===== config.mk =====
export PLATFORM = sky130hd
export DESIGN_NAME = spm_addr_mapper_flat
export DESIGN_NICKNAME = d
export VERILOG_FILES = /design/src/spm_pkg.sv /design/src/mem_req_if.sv /design/src/spm_addr_mapper.sv /design/src/flat_wrapper.sv
export VERILOG_INCLUDE_DIRS = /design/src /design/src/src
export SDC_FILE = /design/constraint.sdc
export NUM_CORES = 1
export LEC_CHECK = 0
export BUFFER_PORTS_ARGS = -buffer_cell sky130_fd_sc_hd__buf_4
export CAP_MARGIN = 0
export CORE_AREA = 2 2 119 121
export DETAILED_ROUTE_END_ITERATION = 10
export DIE_AREA = 0 0 121 123
export PLACE_DENSITY = 0.7
export SYNTH_ARGS = -nofsm -noshare
export SYNTH_HDL_FRONTEND = slang
export SYNTH_SLANG_ARGS = --single-unit

===== constraint.sdc =====
create_clock -name vclk -period 8.71
set_clock_uncertainty 0.15 [all_clocks]
set_input_delay 1.742 -clock vclk [all_inputs]
set_output_delay 1.742 -clock vclk [all_outputs]
set_load 0.05 [all_outputs]

===== src/spm_settings.svh =====
// SPM subsystem settings
// Global widths and sizes shared by the scratchpad, the mapper and the response merge

`ifndef SPM_SETTINGS_SVH
`define SPM_SETTINGS_SVH

// Full core address width
`define ADDR_W 32

// Byte address width of the scratchpad, 1 KiB
`define SPM_ADDR_W 10

// Data bus width
`define DATA_W 32

// Number of words in the SPM bank
`define SPM_WORDS 256

// Default depth of the merged response FIFO
`define RSP_FIFO_DEPTH 4

`endif


===== src/spm_pkg.sv =====
// SPM subsystem package
// Vector types for addresses, data and strobes, plus the arbiter priority state

`include "spm_settings.svh"

package spm_pkg;

  // Full address as seen by the core and the cache
  typedef logic [`ADDR_W-1:0] addr_t;

  // Truncated address inside the scratchpad
  typedef logic [`SPM_ADDR_W-1:0] spm_addr_t;

  // Data word and its byte enables
  typedef logic [`DATA_W-1:0] data_t;
  typedef logic [`DATA_W/8-1:0] strb_t;

  // Source favoured by the response arbiter on a tie
  typedef enum logic {
    PRIO_SPM   = 1'b0,
    PRIO_CACHE = 1'b1
  } rr_prio_e;

endpackage


===== src/mem_req_if.sv =====
// Memory request channel
// Valid/ready request bus with address, write flag, write data and byte strobes

`timescale 1ns/1ps

`include "spm_settings.svh"

interface mem_req_if #(
  // Full or truncated address, depending on the target
  parameter type addr_t = spm_pkg::addr_t
);

  logic            valid;
  logic            ready;
  addr_t           addr;
  logic            write;
  spm_pkg::data_t  wdata;
  spm_pkg::strb_t  strb;

  // Requester side, holds valid and payload until ready
  modport master (output valid, addr, write, wdata, strb, input ready);

  // Target side
  modport slave (input valid, addr, write, wdata, strb, output ready);

endinterface


===== src/spm_addr_mapper.sv =====
// SPM address mapper
// Steers each core request to the scratchpad or the cache using the TCDM window,
// flags accesses that fall past the populated scratchpad and drops them

`timescale 1ns/1ps

`include "spm_settings.svh"

module spm_addr_mapper (
  mem_req_if.slave         core,
  mem_req_if.master        spm,

  // Window configuration
  input  spm_pkg::addr_t   tcdm_start_addr_i,
  input  spm_pkg::addr_t   tcdm_end_addr_i,
  input  spm_pkg::addr_t   spm_size_i,

  // Cache request port, full address
  output logic             cache_req_valid_o,
  input  logic             cache_req_ready_i,
  output spm_pkg::addr_t   cache_req_addr_o,
  output logic             cache_req_write_o,
  output spm_pkg::data_t   cache_req_wdata_o,
  output spm_pkg::strb_t   cache_req_strb_o,

  output logic             error_o
);

  // --------------------
  // Target decode
  // --------------------
  spm_pkg::addr_t spm_end_addr;
  logic           in_window;
  logic           in_spm;
  logic           out_of_range;

  // End of the populated part of the window
  assign spm_end_addr = tcdm_start_addr_i + spm_size_i;

  assign in_window    = (core.addr >= tcdm_start_addr_i) && (core.addr < tcdm_end_addr_i);
  assign in_spm       = in_window && (core.addr < spm_end_addr);
  // Inside the window but at or past start plus size
  assign out_of_range = in_window && !in_spm;

  // --------------------
  // Request forwarding
  // --------------------
  // Payload goes to both sides, only one valid is raised
  assign spm.valid  = core.valid && in_spm;
  assign spm.addr   = core.addr[`SPM_ADDR_W-1:0];
  assign spm.write  = core.write;
  assign spm.wdata  = core.wdata;
  assign spm.strb   = core.strb;

  assign cache_req_valid_o = core.valid && !in_window;
  assign cache_req_addr_o  = core.addr;
  assign cache_req_write_o = core.write;
  assign cache_req_wdata_o = core.wdata;
  assign cache_req_strb_o  = core.strb;

  // Error only while a request is actually presented
  assign error_o = core.valid && out_of_range;

  // Handshake back to the core follows the request target
  always_comb begin
    if (out_of_range) begin
      // Acknowledge and drop, no response follows
      core.ready = 1'b1;
    end else if (in_spm) begin
      core.ready = spm.ready;
    end else begin
      core.ready = cache_req_ready_i;
    end
  end

endmodule


===== src/flat_wrapper.sv =====
// flat-port wrapper written by rule: the top's interface ports become plain ports
module spm_addr_mapper_flat 
  (tcdm_start_addr_i, tcdm_end_addr_i, spm_size_i, cache_req_valid_o, cache_req_ready_i, cache_req_addr_o, cache_req_write_o, cache_req_wdata_o, cache_req_strb_o, error_o, core_valid, core_addr, core_write, core_wdata, core_strb, core_ready, spm_valid, spm_addr, spm_write, spm_wdata, spm_strb, spm_ready);
  mem_req_if core_i ();
  mem_req_if spm_i ();
  input  spm_pkg::addr_t tcdm_start_addr_i;
  input  spm_pkg::addr_t tcdm_end_addr_i;
  input  spm_pkg::addr_t spm_size_i;
  output logic cache_req_valid_o;
  input  logic cache_req_ready_i;
  output spm_pkg::addr_t cache_req_addr_o;
  output logic cache_req_write_o;
  output spm_pkg::data_t cache_req_wdata_o;
  output spm_pkg::strb_t cache_req_strb_o;
  output logic error_o;
  input wire logic [$bits(core_i.valid)-1:0] core_valid;
  input wire logic [$bits(core_i.addr)-1:0] core_addr;
  input wire logic [$bits(core_i.write)-1:0] core_write;
  input wire logic [$bits(core_i.wdata)-1:0] core_wdata;
  input wire logic [$bits(core_i.strb)-1:0] core_strb;
  output wire logic [$bits(core_i.ready)-1:0] core_ready;
  output wire logic [$bits(spm_i.valid)-1:0] spm_valid;
  output wire logic [$bits(spm_i.addr)-1:0] spm_addr;
  output wire logic [$bits(spm_i.write)-1:0] spm_write;
  output wire logic [$bits(spm_i.wdata)-1:0] spm_wdata;
  output wire logic [$bits(spm_i.strb)-1:0] spm_strb;
  input wire logic [$bits(spm_i.ready)-1:0] spm_ready;
  assign core_i.valid = core_valid;
  assign core_i.addr = core_addr;
  assign core_i.write = core_write;
  assign core_i.wdata = core_wdata;
  assign core_i.strb = core_strb;
  assign core_ready = core_i.ready;
  assign spm_valid = spm_i.valid;
  assign spm_addr = spm_i.addr;
  assign spm_write = spm_i.write;
  assign spm_wdata = spm_i.wdata;
  assign spm_strb = spm_i.strb;
  assign spm_i.ready = spm_ready;
  spm_addr_mapper u_core (.core(core_i), .spm(spm_i), .tcdm_start_addr_i(tcdm_start_addr_i), .tcdm_end_addr_i(tcdm_end_addr_i), .spm_size_i(spm_size_i), .cache_req_valid_o(cache_req_valid_o), .cache_req_ready_i(cache_req_ready_i), .cache_req_addr_o(cache_req_addr_o), .cache_req_write_o(cache_req_write_o), .cache_req_wdata_o(cache_req_wdata_o), .cache_req_strb_o(cache_req_strb_o), .error_o(error_o));
endmodule

After elaboration in Yosys (flattened, before gate mapping)
Index checks and enable logic that the tools add are counted.

word-level totals
  register bits = 0
  latch bits = 0
  memory bits (writable) = 0
  bits in read-only memories = 0
  input port bits = 168
  output and inout port bits = 142
  logic and storage cells = 14
  memories kept = 0

cells by class
  $add $sub $neg = 1
  multipliers = 0
  divide/modulo/power cells = 0
  order comparisons = 3
  eq/ne operators = 0
  shift operators = 0
  mux-type cells = 2
  bitwise gates (word level) = 0
  reduce and logical (&&, ||, !) cells = 8

operators by type and width
  operator           number
  $lt 32x32->1       2
  $add 32x32->32     1
  $ge 32x32->1       1
  $logic_and 1x1->1  6
  $logic_not 1->1    2
  $mux 1             2

Logic depth before layout (Yosys ltp)
  word-level depth = 6
  depth in mapped cells = 22
  mapped depth without buffers = 22

Worst setup path before layout
No wires, ideal clock.

  kind = in2out
  start = input tcdm_start_addr_i[13]
  end = output spm_valid
  arrival = 5.823 ns
  required time = 6.818 ns
  path slack = 0.995 ns
  stages = 19
  buffers on the path = 0
  path through = ha_1 -> a21oi_2 -> nand3_1 -> or2_1 -> o2111a_1 -> o2111ai_1 -> nand2_1 -> a21o_1 -> a21oi_2 -> xor2_1 -> ha_1 -> a21o_1 -> a21oi_1 -> nor2b_1 -> o21ai_0 -> nand2b_1 -> a211oi_1 -> o221ai_1 -> nor3_1

on the way
  cells in the longest elaborated chain, start to end = 4
  elaborated cells between the ends (all ways) = 6
  those cells by class = add/sub (1); order compare (2); reduce/logical (3)

RTL lines
  what                                               line                                          text
  start, declared                                    flat_wrapper.sv:6                             input spm_pkg::addr_t tcdm_start_addr_i;
  $add 32x32->32 or $ge 32x32->1 (tied branches)     spm_addr_mapper.sv:38, spm_addr_mapper.sv:40
  $lt 32x32->1 or $logic_and 1x1->1 (tied branches)  spm_addr_mapper.sv:41, spm_addr_mapper.sv:40
  $logic_and 1x1->1 (*)                              spm_addr_mapper.sv:41                         assign in_spm = in_window && (core.addr < spm_end_addr);
  $logic_and 1x1->1 (*)                              spm_addr_mapper.sv:49                         assign spm.valid = core.valid && in_spm;
  end, declared                                      flat_wrapper.sv:22                            output wire logic [$bits(spm_i.valid)-1:0] spm_valid;

Every way passes the cells marked *; elsewhere a longest branch is shown, timed or not.

Final worst setup path
  start = input tcdm_start_addr_i[0]
  end = output spm_valid

Same word-level chain as after synthesis.

==> flow_summary.json <==
{
  "outcome": "complete, no violations",
  "drcViolationCount": 0,
  "whs_path_depth": 0,
  "cts_resized": 0,
  "area_growth_pct": 11.9,
  "synthMuxAreaShare_pct": 0.205,
  "fill_cells": 1434,
  "synth-warning-count": 0,
  "hold_path.class": "primary input to output pin",
  "startpoint_type": "primary input",
  "tightest_slew_ns": 0.540,
  "viasPerCell": 4.85,
  "rsz0062_at_grt": "no",
  "synth_area_um2": 4890,
  "drive_gt1_share_pct": 27.2,
  "synth_compound_area_share_pct": 23.0,
  "nFlopsAndLatches": 0,
  "synth.avg_cell_area_um2": 7.60,
  "wire_per_inst_um": 14.6,
  "hold_viol_final": 0,
  "final-seq-area_um2": 0,
  "initial_core_util_pct": 35.9,
  "antenna_left": 0,
  "worstHoldStart": "core_strb[1]",
  "place_ws_ns": 1.11,
  "core_um2": 13600,
  "worstHoldEndpoint": "cache_req_strb_o[1]",
  "critPathArrivalTime_ns": 5.74,
  "drv_cap": 0,
  "grt_pass1_vias": 4096,
  "fmax_mhz": 131,
  "p_leak_uw": 0.00320,
  "post-dp-hpwl_mm": 11.7,
  "die_w_um": 121,
  "synthCells": 643,
  "total_power_uw": 409,
  "setup_viol": 0,
  "vdd_drop_max_v": 0.0000241,
  "post-route-period-util_pct": 87.6,
  "synthAdderAreaFrac_pct": 32.4,
  "whs_ns": 3.33,
  "dieArea_um2": 14900,
  "vias": 4273,
  "grt_max_degree": 9,
  "groute.usage.overall_pct": 16.4,
  "fin_crit_ns": 7.63,
  "synth_top_family_by_area": "adder cells",
  "crit_type": "primary input to output pin",
  "cts_setup_buffers": 0,
  "ctsHoldBuffers": 0,
  "n_antenna_cell": 0,
  "yosys.area_share.xor_xnor_pct": 5.20,
  "synthSimpleGateAreaFrac_pct": 12.1,
  "synth-seq-area-share_pct": 0,
  "cp-end-kind": "output pin",
  "setup_ws_ns": 1.08,
  "placement_rows": 43,
  "fin_tns_setup_ns": 0,
  "gp_congestion": 0.877,
  "powerDensity_nw_per_um2": 74.7,
  "drt_iter0_drc": 127,
  "layout.nets": 997,
  "antenna_found_initial": 0,
  "path_max_fanout": 3,
  "gr-total-overflow": 0,
  "die_h_um": 123,
  "relSlewSlack_pct": 63.1,
  "grt_pass1_wl_mm": 20.0,
  "n_clock_buffer": 0,
  "io-pin-count": 310,
  "dr.pass1.iters": 6,
  "io_buffers": 177,
  "worstPathRequired_ns": 6.82,
  "finalWirelength_mm": 12.9,
  "finalMaxSlewViolations": 0,
  "yosysUniqueCellTypes": 58
}
==> cell usage in the layout (no fill, tap or decap), drive strengths merged, types with 2 or more instances in the layout <==
| cell type | instances |
|---|---|
| buf | 177 |
| ha | 125 |
| inv | 72 |
| a21oi | 53 |
| a21o | 49 |
| o21ai | 27 |
| conb | 22 |
| nand2 | 18 |
| nor2 | 16 |
| xor2 | 16 |
| nand4 | 15 |
| nand2b | 13 |
| xnor2 | 13 |
| nor2b | 9 |
| nand3 | 8 |
| and3 | 6 |
| nor3 | 6 |
| a211oi | 6 |
| o211ai | 6 |
| and2 | 5 |
| and4 | 4 |
| a2111oi | 3 |
| nor4bb | 2 |
| or3 | 2 |
| a31oi | 2 |
| a41oi | 2 |
| o31a | 2 |
| or2 | 2 |
| a221oi | 2 |
| a21bo | 2 |
==> area by class of cell <==
| type | instances | area [µm²] | share of cell area, % |
|---|---|---|---|
| inverter | 72 | 270 | 4.94 |
| multi-input combinational | 452 | 3640 | 66.6 |
| timing repair buffer | 177 | 1330 | 24.3 |
| tap | 180 | 225 | 4.12 |
==> synth_stat cells, types with 6 or more instances <==
library cell / number / area [µm²]
nand3_1: 8 / 40.0
nand4_1: 15 / 93.8
buf_4: 138 / 1040
and3_1: 6 / 37.5
nor2b_1: 9 / 56.3
xnor2_1: 13 / 114
nor2_1: 16 / 60.1
nand2b_1: 13 / 81.3
a21o_1: 48 / 360
xor2_1: 16 / 140
nand2_1: 17 / 63.8
inv_1: 72 / 270
o21ai_0: 24 / 120
ha_1: 125 / 1560
nor3_1: 6 / 30.0
a211oi_1: 6 / 45.0
a21oi_1: 48 / 240
==> layer usage <==
metal  vias to the layer above  share of wire, %  GRT usage (%)
met2                       103                47           28.3
met3                        39               5.1           1.34
met5                         -                 0              0
li1                       2224                 -              -
met4                         0               2.6           3.92
met1                      1907                46           22.1
==> cell families after synthesis <==
group / Yosys count
compound gates: 167
xor+xnor: 29
fa+ha+maj: 126
buf+inv: 212
mux: 1
other cells: 1
simple gates: 107
==> critical path, stage by stage <==
cell and delay, ns:
buf_4 0.09, ha_1 0.18, inv_1 0.06, fa_1 0.38, nand2b_1 0.19, a21oi_1 0.22
o21ai_0 0.17, a21oi_1 0.28, o211ai_1 0.15, o2bb2ai_1 0.18, o21bai_1 0.17, a21oi_1 0.10
xor2_1 0.16, ha_1 0.19, a21o_1 0.17, a21oi_1 0.14, nor2b_1 0.06, o21ai_0 0.14
nand2b_1 0.07, a211oi_1 0.23, o221ai_1 0.25, nor3_1 0.19, buf_4 0.23
==> worst max path at each step <==
stage / startpoint / to / slack [ns] / cells past startpoint
final: tcdm_start_addr_i[0] / spm_valid / 1.08 / 23
after global routing: tcdm_start_addr_i[0] / core_ready / 0.59 / 24
after CTS: tcdm_start_addr_i[3] / core_ready / 1.08 / 21
after detailed placement: tcdm_start_addr_i[3] / core_ready / 1.11 / 21
after global placement: tcdm_start_addr_i[3] / spm_valid / 1.16 / 20
after floorplan: tcdm_start_addr_i[13] / spm_valid / 1.0 / 19
==> metrics by stage <==
step / utilization (%) / cells / area (µm²)
3_5_place_dp: 40.2 / 881 / 5470
2_1_floorplan: - / 664 / 4970
5_1_grt: 40.2 / 881 / 5470
3_3_place_gp: 40.2 / 881 / 5470
4_1_cts: 40.2 / 881 / 5470
6_report: 40.2 / 881 / 5470
==> power breakdown <==
part	switching [µW]	internal (µW)
sequential	0	0
clock	0	0
combinational	232	177
No activity file was read; power rests on OpenSTA's default activity.
