--- config.mk ---
export PLATFORM = sky130hd
export DESIGN_NAME = spm_rsp_merge
export DESIGN_NICKNAME = d
export VERILOG_FILES = /design/src/spm_pkg.sv /design/src/spm_rsp_merge.sv
export VERILOG_INCLUDE_DIRS = /design/src /design/src/src
export SDC_FILE = /design/constraint.sdc
export NUM_CORES = 1
export LEC_CHECK = 0
export ABC_AREA = 1
export BUFFER_PORTS_ARGS = -buffer_cell sky130_fd_sc_hd__buf_2
export CAP_MARGIN = 20
export CORE_MARGIN = 10
export CORE_UTILIZATION = 55
export DETAILED_ROUTE_END_ITERATION = 8
export PLACE_DENSITY = 0.79
export SYNTH_ARGS = -nofsm -noshare
export SYNTH_HDL_FRONTEND = slang
export SYNTH_SLANG_ARGS = --single-unit
--- constraint.sdc ---
create_clock -name clk_i -period 2.7 [get_ports clk_i]
set_input_delay 0.81 -clock clk_i [delete_from_list [all_inputs] [get_ports clk_i]]
set_output_delay 0.81 -clock clk_i [all_outputs]
set_load 0.02 [all_outputs]
--- src/spm_settings.svh ---
// SPM subsystem settings
// Global widths and sizes shared by the scratchpad, the mapper and the response merge

`ifndef SPM_SETTINGS_SVH
`define SPM_SETTINGS_SVH

// Full core address width
`define ADDR_W 32

// Byte address width of the scratchpad, 1 KiB
`define SPM_ADDR_W 10

// Data bus width
`define DATA_W 32

// Number of words in the SPM bank
`define SPM_WORDS 256

// Default depth of the merged response FIFO
`define RSP_FIFO_DEPTH 4

`endif

--- src/spm_pkg.sv ---
// SPM subsystem package
// Vector types for addresses, data and strobes, plus the arbiter priority state

`include "spm_settings.svh"

package spm_pkg;

  // Full address as seen by the core and the cache
  typedef logic [`ADDR_W-1:0] addr_t;

  // Truncated address inside the scratchpad
  typedef logic [`SPM_ADDR_W-1:0] spm_addr_t;

  // Data word and its byte enables
  typedef logic [`DATA_W-1:0] data_t;
  typedef logic [`DATA_W/8-1:0] strb_t;

  // Source favoured by the response arbiter on a tie
  typedef enum logic {
    PRIO_SPM   = 1'b0,
    PRIO_CACHE = 1'b1
  } rr_prio_e;

endpackage

--- src/spm_rsp_merge.sv ---
// SPM response merge
// Round-robin arbiter with lock-in between the scratchpad and cache responses,
// feeding a registered response FIFO towards the core

`timescale 1ns/1ps

`include "spm_settings.svh"

module spm_rsp_merge #(
  parameter int unsigned DEPTH = `RSP_FIFO_DEPTH
) (
  input  logic            clk_i,
  input  logic            arst_n_i,
  input  logic            spm_valid_i,
  output logic            spm_ready_o,
  input  spm_pkg::data_t  spm_data_i,
  input  logic            cache_valid_i,
  output logic            cache_ready_o,
  input  spm_pkg::data_t  cache_data_i,
  output logic            rsp_valid_o,
  input  logic            rsp_ready_i,
  output spm_pkg::data_t  rsp_data_o
);

  localparam int unsigned PTR_W = $clog2(DEPTH);
  localparam int unsigned CNT_W = $clog2(DEPTH + 1);
  localparam logic [PTR_W-1:0] LAST_PTR = PTR_W'(DEPTH - 1);
  localparam logic [CNT_W-1:0] FULL_CNT = CNT_W'(DEPTH);

  spm_pkg::rr_prio_e prio_q;
  spm_pkg::rr_prio_e lock_src_q;
  spm_pkg::rr_prio_e gnt_src;
  logic              lock_q;
  logic              gnt_valid;
  logic              full;
  logic              push;
  logic              pop;
  spm_pkg::data_t    push_data;
  spm_pkg::data_t    fifo_q [DEPTH];
  logic [PTR_W-1:0]  wr_ptr_q;
  logic [PTR_W-1:0]  rd_ptr_q;
  logic [CNT_W-1:0]  count_q;

  // --------------------
  // Arbiter
  // --------------------
  always_comb begin
    gnt_valid = 1'b0;
    gnt_src   = prio_q;
    if (lock_q) begin
      // Stay on a grant that has not transferred yet
      gnt_valid = 1'b1;
      gnt_src   = lock_src_q;
    end else if (spm_valid_i && cache_valid_i) begin
      gnt_valid = 1'b1;
      gnt_src   = prio_q;
    end else if (spm_valid_i) begin
      gnt_valid = 1'b1;
      gnt_src   = spm_pkg::PRIO_SPM;
    end else if (cache_valid_i) begin
      gnt_valid = 1'b1;
      gnt_src   = spm_pkg::PRIO_CACHE;
    end
  end

  assign full          = (count_q == FULL_CNT);
  assign push          = gnt_valid && !full;
  assign pop           = rsp_valid_o && rsp_ready_i;
  assign spm_ready_o   = gnt_valid && (gnt_src == spm_pkg::PRIO_SPM) && !full;
  assign cache_ready_o = gnt_valid && (gnt_src == spm_pkg::PRIO_CACHE) && !full;
  assign push_data     = (gnt_src == spm_pkg::PRIO_SPM) ? spm_data_i : cache_data_i;

  // Priority flips after every transfer, lock holds a stalled grant
  always_ff @(posedge clk_i or negedge arst_n_i) begin
    if (!arst_n_i) begin
      prio_q     <= spm_pkg::PRIO_SPM;
      lock_q     <= 1'b0;
      lock_src_q <= spm_pkg::PRIO_SPM;
    end else if (push) begin
      prio_q <= (gnt_src == spm_pkg::PRIO_SPM) ? spm_pkg::PRIO_CACHE : spm_pkg::PRIO_SPM;
      lock_q <= 1'b0;
    end else if (gnt_valid) begin
      lock_q     <= 1'b1;
      lock_src_q <= gnt_src;
    end
  end

  // --------------------
  // Response FIFO
  // --------------------
  always_ff @(posedge clk_i or negedge arst_n_i) begin
    if (!arst_n_i) begin
      wr_ptr_q <= '0;
      rd_ptr_q <= '0;
      count_q  <= '0;
    end else begin
      if (push) begin
        wr_ptr_q <= (wr_ptr_q == LAST_PTR) ? '0 : wr_ptr_q + 1'b1;
      end
      if (pop) begin
        rd_ptr_q <= (rd_ptr_q == LAST_PTR) ? '0 : rd_ptr_q + 1'b1;
      end
      // Simultaneous push and pop keeps the count
      if (push && !pop) begin
        count_q <= count_q + 1'b1;
      end else if (pop && !push) begin
        count_q <= count_q - 1'b1;
      end
    end
  end

  always_ff @(posedge clk_i) begin
    if (push) begin
      fifo_q[wr_ptr_q] <= push_data;
    end
  end

  // Head entry, visible the cycle after its push
  assign rsp_valid_o = (count_q != '0);
  assign rsp_data_o  = fifo_q[rd_ptr_q];

endmodule

# Word level (Yosys, flattened, before mapping)
# Memory sizes are Yosys's and may differ from the RTL's.
# Cells that the tools add are included.
totals:
  regBits: 10
  ram_bits: 128
  inputBits: 69
  output_inout_bits: 35
  wordCells: 50
  memories: 1
memory_table:
  columns: ["name", "words", "width", "rd", "rd_ports_with_merged_regs", "wr", "line", "text"]
  rows:
  - ["fifo_q", 4, 32, 1, 0, 1, "spm_rsp_merge.sv:39", "spm_pkg::data_t fifo_q [DEPTH];"]
op_classes:
  addsub: 4
  eq_ne: 3
  mux: 18
  bitwise_logic: 2
  reduce_logical: 16
op_table:
  columns: ["op", "n"]
  rows:
  - ["$mux W32", 1]
  - ["$mux W1", 13]
  - ["$logic_and A1 B1 Y1", 9]
  - ["$mux W3", 2]
  - ["$add A2 B1 Y2 const B", 2]
  - ["$eq A2 B2 Y1 const B", 2]
  - ["$mux W2", 2]
  - ["$reduce_bool A2 Y1", 2]
  - ["$add A3 B1 Y3 const B", 1]
  - ["$eq A3 B3 Y1 const B", 1]
  - ["$logic_not A1 Y1", 3]
  - ["$reduce_bool A3 Y1", 1]
  - ["$sub A3 B1 Y3 const B", 1]
  - ["$not A1 Y1", 2]
  - ["$reduce_and A2 Y1", 1]

# Depth between registers and ports, before layout
depth:
  ltp_word: 9
  depth_mapped: 11
  mapped_depth_nobuf: 11

# Worst setup path after synthesis
# OpenSTA, ideal clock, no wires.
synth_path:
  kind: "input-to-reg"
  start: "input cache_valid_i"
  end: "memory fifo_q[0][0] in the netlist's numbering, enable pin"
  setup_ps: 421
  arrival_time_ps: 2413
  slack_ps: -134
  path_stages: 4
  n_path_buf: 0
  cell_sequence: "nor2_1 -> nand2_1 -> nand2_2 -> nor2_1"
synth_between:
  elab_chain_cells: 7
  elab_cells_between_ends: 8
  cone_classes: "mux (6); reduce/logical (2)"
synth_rtl:
  columns: ["element", "line", "text"]
  rows:
  - ["start, declared", "spm_rsp_merge.sv:17", "input logic cache_valid_i,"]
  - ["$mux W1", "spm_rsp_merge.sv:60", "end else if (cache_valid_i) begin"]
  - ["$mux W1", "spm_rsp_merge.sv:57", "end else if (spm_valid_i) begin"]
  - ["$mux W1 (*)", "spm_rsp_merge.sv:54", "end else if (spm_valid_i && cache_valid_i) begin"]
  - ["$mux W1 (*)", "spm_rsp_merge.sv:50", "if (lock_q) begin"]
  - ["$logic_and A1 B1 Y1 (*)", "spm_rsp_merge.sv:67", "assign push = gnt_valid && !full;"]
  - ["$mux W1 (*)", "spm_rsp_merge.sv:113", "if (push) begin"]
  - ["$mux W1 (not written as such) (*)", "spm_rsp_merge.sv:114", "fifo_q[wr_ptr_q] <= push_data;"]
  - ["end, declared", "spm_rsp_merge.sv:39", null]
# Mark *: on every way between the ends. The rest lies on a longest branch, timed or not.

# Final worst setup path
layout_path:
  start: "register rd_ptr_q[1]"
  end: "output rsp_data_o[6]"
layout_between:
  elab_chain_cells: 1
layout_rtl:
  columns: ["element", "line", "text"]
  rows:
  - ["start, declared", "spm_rsp_merge.sv:41", "logic [PTR_W-1:0] rd_ptr_q;"]
  - ["start signal, assigned", "spm_rsp_merge.sv:101", "rd_ptr_q <= (rd_ptr_q == LAST_PTR) ? '0 : rd_ptr_q + 1'b1;"]
  - ["$mem_v2 Z4 W32", null, null]
  - ["end, declared", "spm_rsp_merge.sv:22", "output spm_pkg::data_t rsp_data_o"]
# Every way passes these cells.

==> metrics list <==
- Combinational family with the most area after synthesis: simple AND/OR/NAND/NOR gates
* Clk root buf: sky130_fd_sc_hd__clkbuf_8
- Synth warn: 0
- Number of violations reported at the end of detailed-routing iteration 0: 367
* Antenna violations before repair: 0
- The floorplan has 37 rows.
- Setup violations remaining at the end of the flow were counted as 0.
- After the flow finishes, the layout carries non-filler instances totaling 760.
* Setup repair after global routing missed its margin: false
- For this block, the via count after detailed routing is around 4300.
- Adding up every negative setup slack in the final design gives 0 ns.
- Placed Cells incl. Taps: 722
- Global routing finished with a remaining overflow of 0.
* Min Clock Period, post-route: 2.62 ns
- Power per unit of standard cell area: 1390 nW/um^2
* Register bit count reported by yosys: 138
- The first global-routing pass estimated about 21 mm of wire.
* Overall track demand over capacity in global routing: 18.1%
- For this design, the CTS-stage hold fixing added 0 buffers.
- Share of cell area taken by muxes after synthesis: 0%
* CP startpoint kind: register
- Data arrival time of the critical path: between 1.5 and 2 ns
- On the final layout, the worst hold slack is 0.164 ns.
- Final Worst Setup Slack: 0.0841 ns
* Data required time at the worst endpoint: 1.89 ns
- The filler cells instantiated in the layout total about 710.
- Fraction of final layout cells with drive strength greater than 1: between 20% and 30%
* Mean Syn Cell Area: between 10 and 15 um^2
- Summing all multi-input logic gate instances after layout gives 1500 um^2.
* CTS Buf Count: 17
- Endpoint type of the worst setup path: primary output
* Worst-Margin Slew: between 0.3 and 0.4 ns
- Worst path max stage delay: 0.47 ns
- After Yosys synthesis, full adders, half adders and majority gates account for 1.64% of the synthesized area.
- Clock input transition at the sequential cells of the worst setup and hold paths: about 0.06 ns
- TritonCTS built the clock tree.
* Share of the clock period used by the worst path after layout: 96.9%
- Final instance area: 7270 um^2
* Number of buffer and inverter stages on the critical path: 3
- Area share of xor/xnor cells in the synthesized design: 0.303%
* Core Footprint: 10300 um^2
* CTS Buffer Depth: 2
- Summing the sequential cell areas from Yosys gives 70.8% of the chip area.
- Vert. Die Dim: 123 um
- Result of the run: complete, no violations
- The synthesized design devotes to its leading area cell type about two thirds of total area.
* Maximum number of pins on one net before global-route repair: 68
* Avg Vias per Cell: roughly 5.6
- Worst Path Class, Setup: reg2out
* First-pass detailed-route iteration total: 5
* Via count of the first global-routing pass: 4364
* Area of all sequential standard cells: 4100 um^2
* Area of the mapped netlist: slightly below 6000 um^2
- Area contributors post-synth: sky130_fd_sc_hd__edfxtp_1 66%, sky130_fd_sc_hd__o21ai_0 5.9%, sky130_fd_sc_hd__nand2_1 5.5%, sky130_fd_sc_hd__nor2_1 4.5%, sky130_fd_sc_hd__dfrtp_1 4.3%
- Total power: between 10 and 15 mW
- Cell taking the most area after synthesis: sky130_fd_sc_hd__edfxtp_1
- The die covers 15000 um^2.
- Detail Placement HPWL: 8.56 mm
- Of the total synthesized cell area, the portion taken by AND, OR, NAND and NOR gates is approximately 14%.
- For the final database, setup skew stands at 0.00765 ns.
- The count of nets left with antenna violations once routing finished came out at 0.
- Compound-gate portion of the synthesized area: 9.52%
* Cell area after placement: about 6500 um^2
- Routability-driven placement finished with a final weighted congestion of roughly 0.77.
- Timing would allow up to 382 MHz.
- The routed design has 13.8 mm of wire.
- The number of endpoints with negative hold slack in the final report came to 0.
- Once the floorplan was initialized, standard cells occupied 56.3% of the core.
- Routed WL per cell: 18.2 um
- Clock tree synthesis found a total of ~140 sinks.
- CTS built an H-tree with a depth of 4.
- IR Drop Worst-Case VDD: 0.778 mV
* Reported leakage power: 2.94 nW
* Slew Limit Headroom: 74.5%
* Cell class contributing the biggest share of worst-path delay: buffers and inverters
* Max Transition Viols Final: 0
* Worst hold-check path type: in2async
- 0 antenna diodes ended up in the layout.
* Slowest library cell on the worst path: sky130_fd_sc_hd__dfrtp_2
* Distinct cell type count after synthesis: 23
- Cells fill 70.7% of the core in the end.
- The net count of the finished layout is just under 700.
- Setup slack after placement: 0.241 ns
- Signed area change from the synthesized netlist to the final layout: 25.7%
- Die X: about 120 um
- Top-level port count: 104
* DRC violation count after routing: 0
* Clock insertion delay at the later pin of the skew report: 0.51 ns
* Worst Path Max Fanout: 18
- Post-synthesis cell count: 491
- Number of buffer cells added on primary ports: roughly 100
- Traced cell by cell, the critical path runs through inv_2 -> buf_8 -> o21ai_0 -> o22ai_1 -> buf_2.
- The number of nets in the synthesized netlist is 567.
* Total of max-cap violations: 0
==> repair_timing <==
action | CTS | global route
resized for setup | 4 | 8
buffers inserted | 0 | 4
setup endpoints to repair | 15 | 9
pin swaps | 0 | 2
cloned | 0 | 2
==> path summary, 6_finish.rpt <==
path / depth (start not counted) / startpoint / endpoint / slack [ns]
worst min register to register: 2 / prio_q$_DFFE_PN0P_ / prio_q$_DFFE_PN0P_ / 0.53
min in group clk_i: 2 / prio_q$_DFFE_PN0P_ / prio_q$_DFFE_PN0P_ / 0.53
worst min-delay path: 1 / arst_n_i / count_q[2]$_DFFE_PN0P_ / 0.16
worst max register to register: 11 / count_q[0]$_DFFE_PN0P_ / count_q[2]$_DFFE_PN0P_ / 0.78
max in group asynchronous: 1 / arst_n_i / rd_ptr_q[0]$_DFFE_PN0P_ / 2.31
worst max-delay path: 5 / rd_ptr_q[1]$_DFFE_PN0P_ / rsp_data_o[6] / 0.08
==> placed cells by master, fill, tap and decap left out, types with 2 or more instances in the layout <==
cell,n
sky130_fd_sc_hd__a21oi_1,2
sky130_fd_sc_hd__buf_12,2
sky130_fd_sc_hd__buf_2,101
sky130_fd_sc_hd__buf_4,22
sky130_fd_sc_hd__bufinv_16,5
sky130_fd_sc_hd__clkbuf_16,17
sky130_fd_sc_hd__clkinv_1,3
sky130_fd_sc_hd__clkinv_4,3
sky130_fd_sc_hd__dfrtp_1,8
sky130_fd_sc_hd__dfrtp_2,2
sky130_fd_sc_hd__edfxtp_1,128
sky130_fd_sc_hd__ha_1,6
sky130_fd_sc_hd__inv_1,17
sky130_fd_sc_hd__inv_6,3
sky130_fd_sc_hd__nand2_1,84
sky130_fd_sc_hd__nand2_2,2
sky130_fd_sc_hd__nand3_1,37
sky130_fd_sc_hd__nor2_1,65
sky130_fd_sc_hd__nor2_4,4
sky130_fd_sc_hd__o21ai_0,68
sky130_fd_sc_hd__o22ai_1,32
==> registers in the layout, indices dropped and copies added, names as in the netlist <==
signal,cells
count_q,3
fifo_q,128
lock_q,1
lock_src_q,1
prio_q,1
rd_ptr_q,2
wr_ptr_q,2
==> cell usage after synthesis, drive strengths merged <==
| cell type | instances |
|---|---|
| xnor2 | 1 |
| nand2 | 87 |
| o22ai | 32 |
| dfrtp | 10 |
| or2 | 1 |
| edfxtp | 128 |
| buf | 19 |
| fa | 1 |
| xor2 | 1 |
| o21ai | 68 |
| a21oi | 2 |
| nor2 | 69 |
| nand3 | 38 |
| inv | 19 |
| ha | 6 |
| clkbuf | 9 |
==> power by group <==
part | internal [mW] | leakage [nW] | switching [mW]
Sequential | 3.43 | 1.31 | 0.239
Clock | 1.60 | 0.306 | 0.857
Combinational | 1.27 | 1.32 | 2.72
Total | 6.30 | 2.94 | 3.81
==> cells by family (layout without fill, tap and decap cells) <==
group           count (synthesis)  after routing
simple gates                  195            195
flops                         138            138
compound gates                102            102
buf+inv                        47            180
fa+ha+maj                       7              7
xor+xnor                        2              2
==> area by class of cell <==
type	instances	share of cell area, %
Multi-Input combinational cell	306	20.6
Sequential cell	138	56.3
Tap cell	136	2.34
Clock inverter	15	3.05
Timing Repair Buffer	129	10.9
Clock buffer	17	5.70
Inverter	19	1.08
==> per-layer routing <==
layer	part of all wire, %	routed length (um)	global-route usage, %	vias up
met5	0	0	0	-
met4	1.8	250	6.77	0
met3	7.2	991	4.91	24
met2	51	7080	31.5	169
met1	40	5500	21.0	2070
li1	-	-	-	1994
Note: power is estimated with default switching activity, not from simulation.
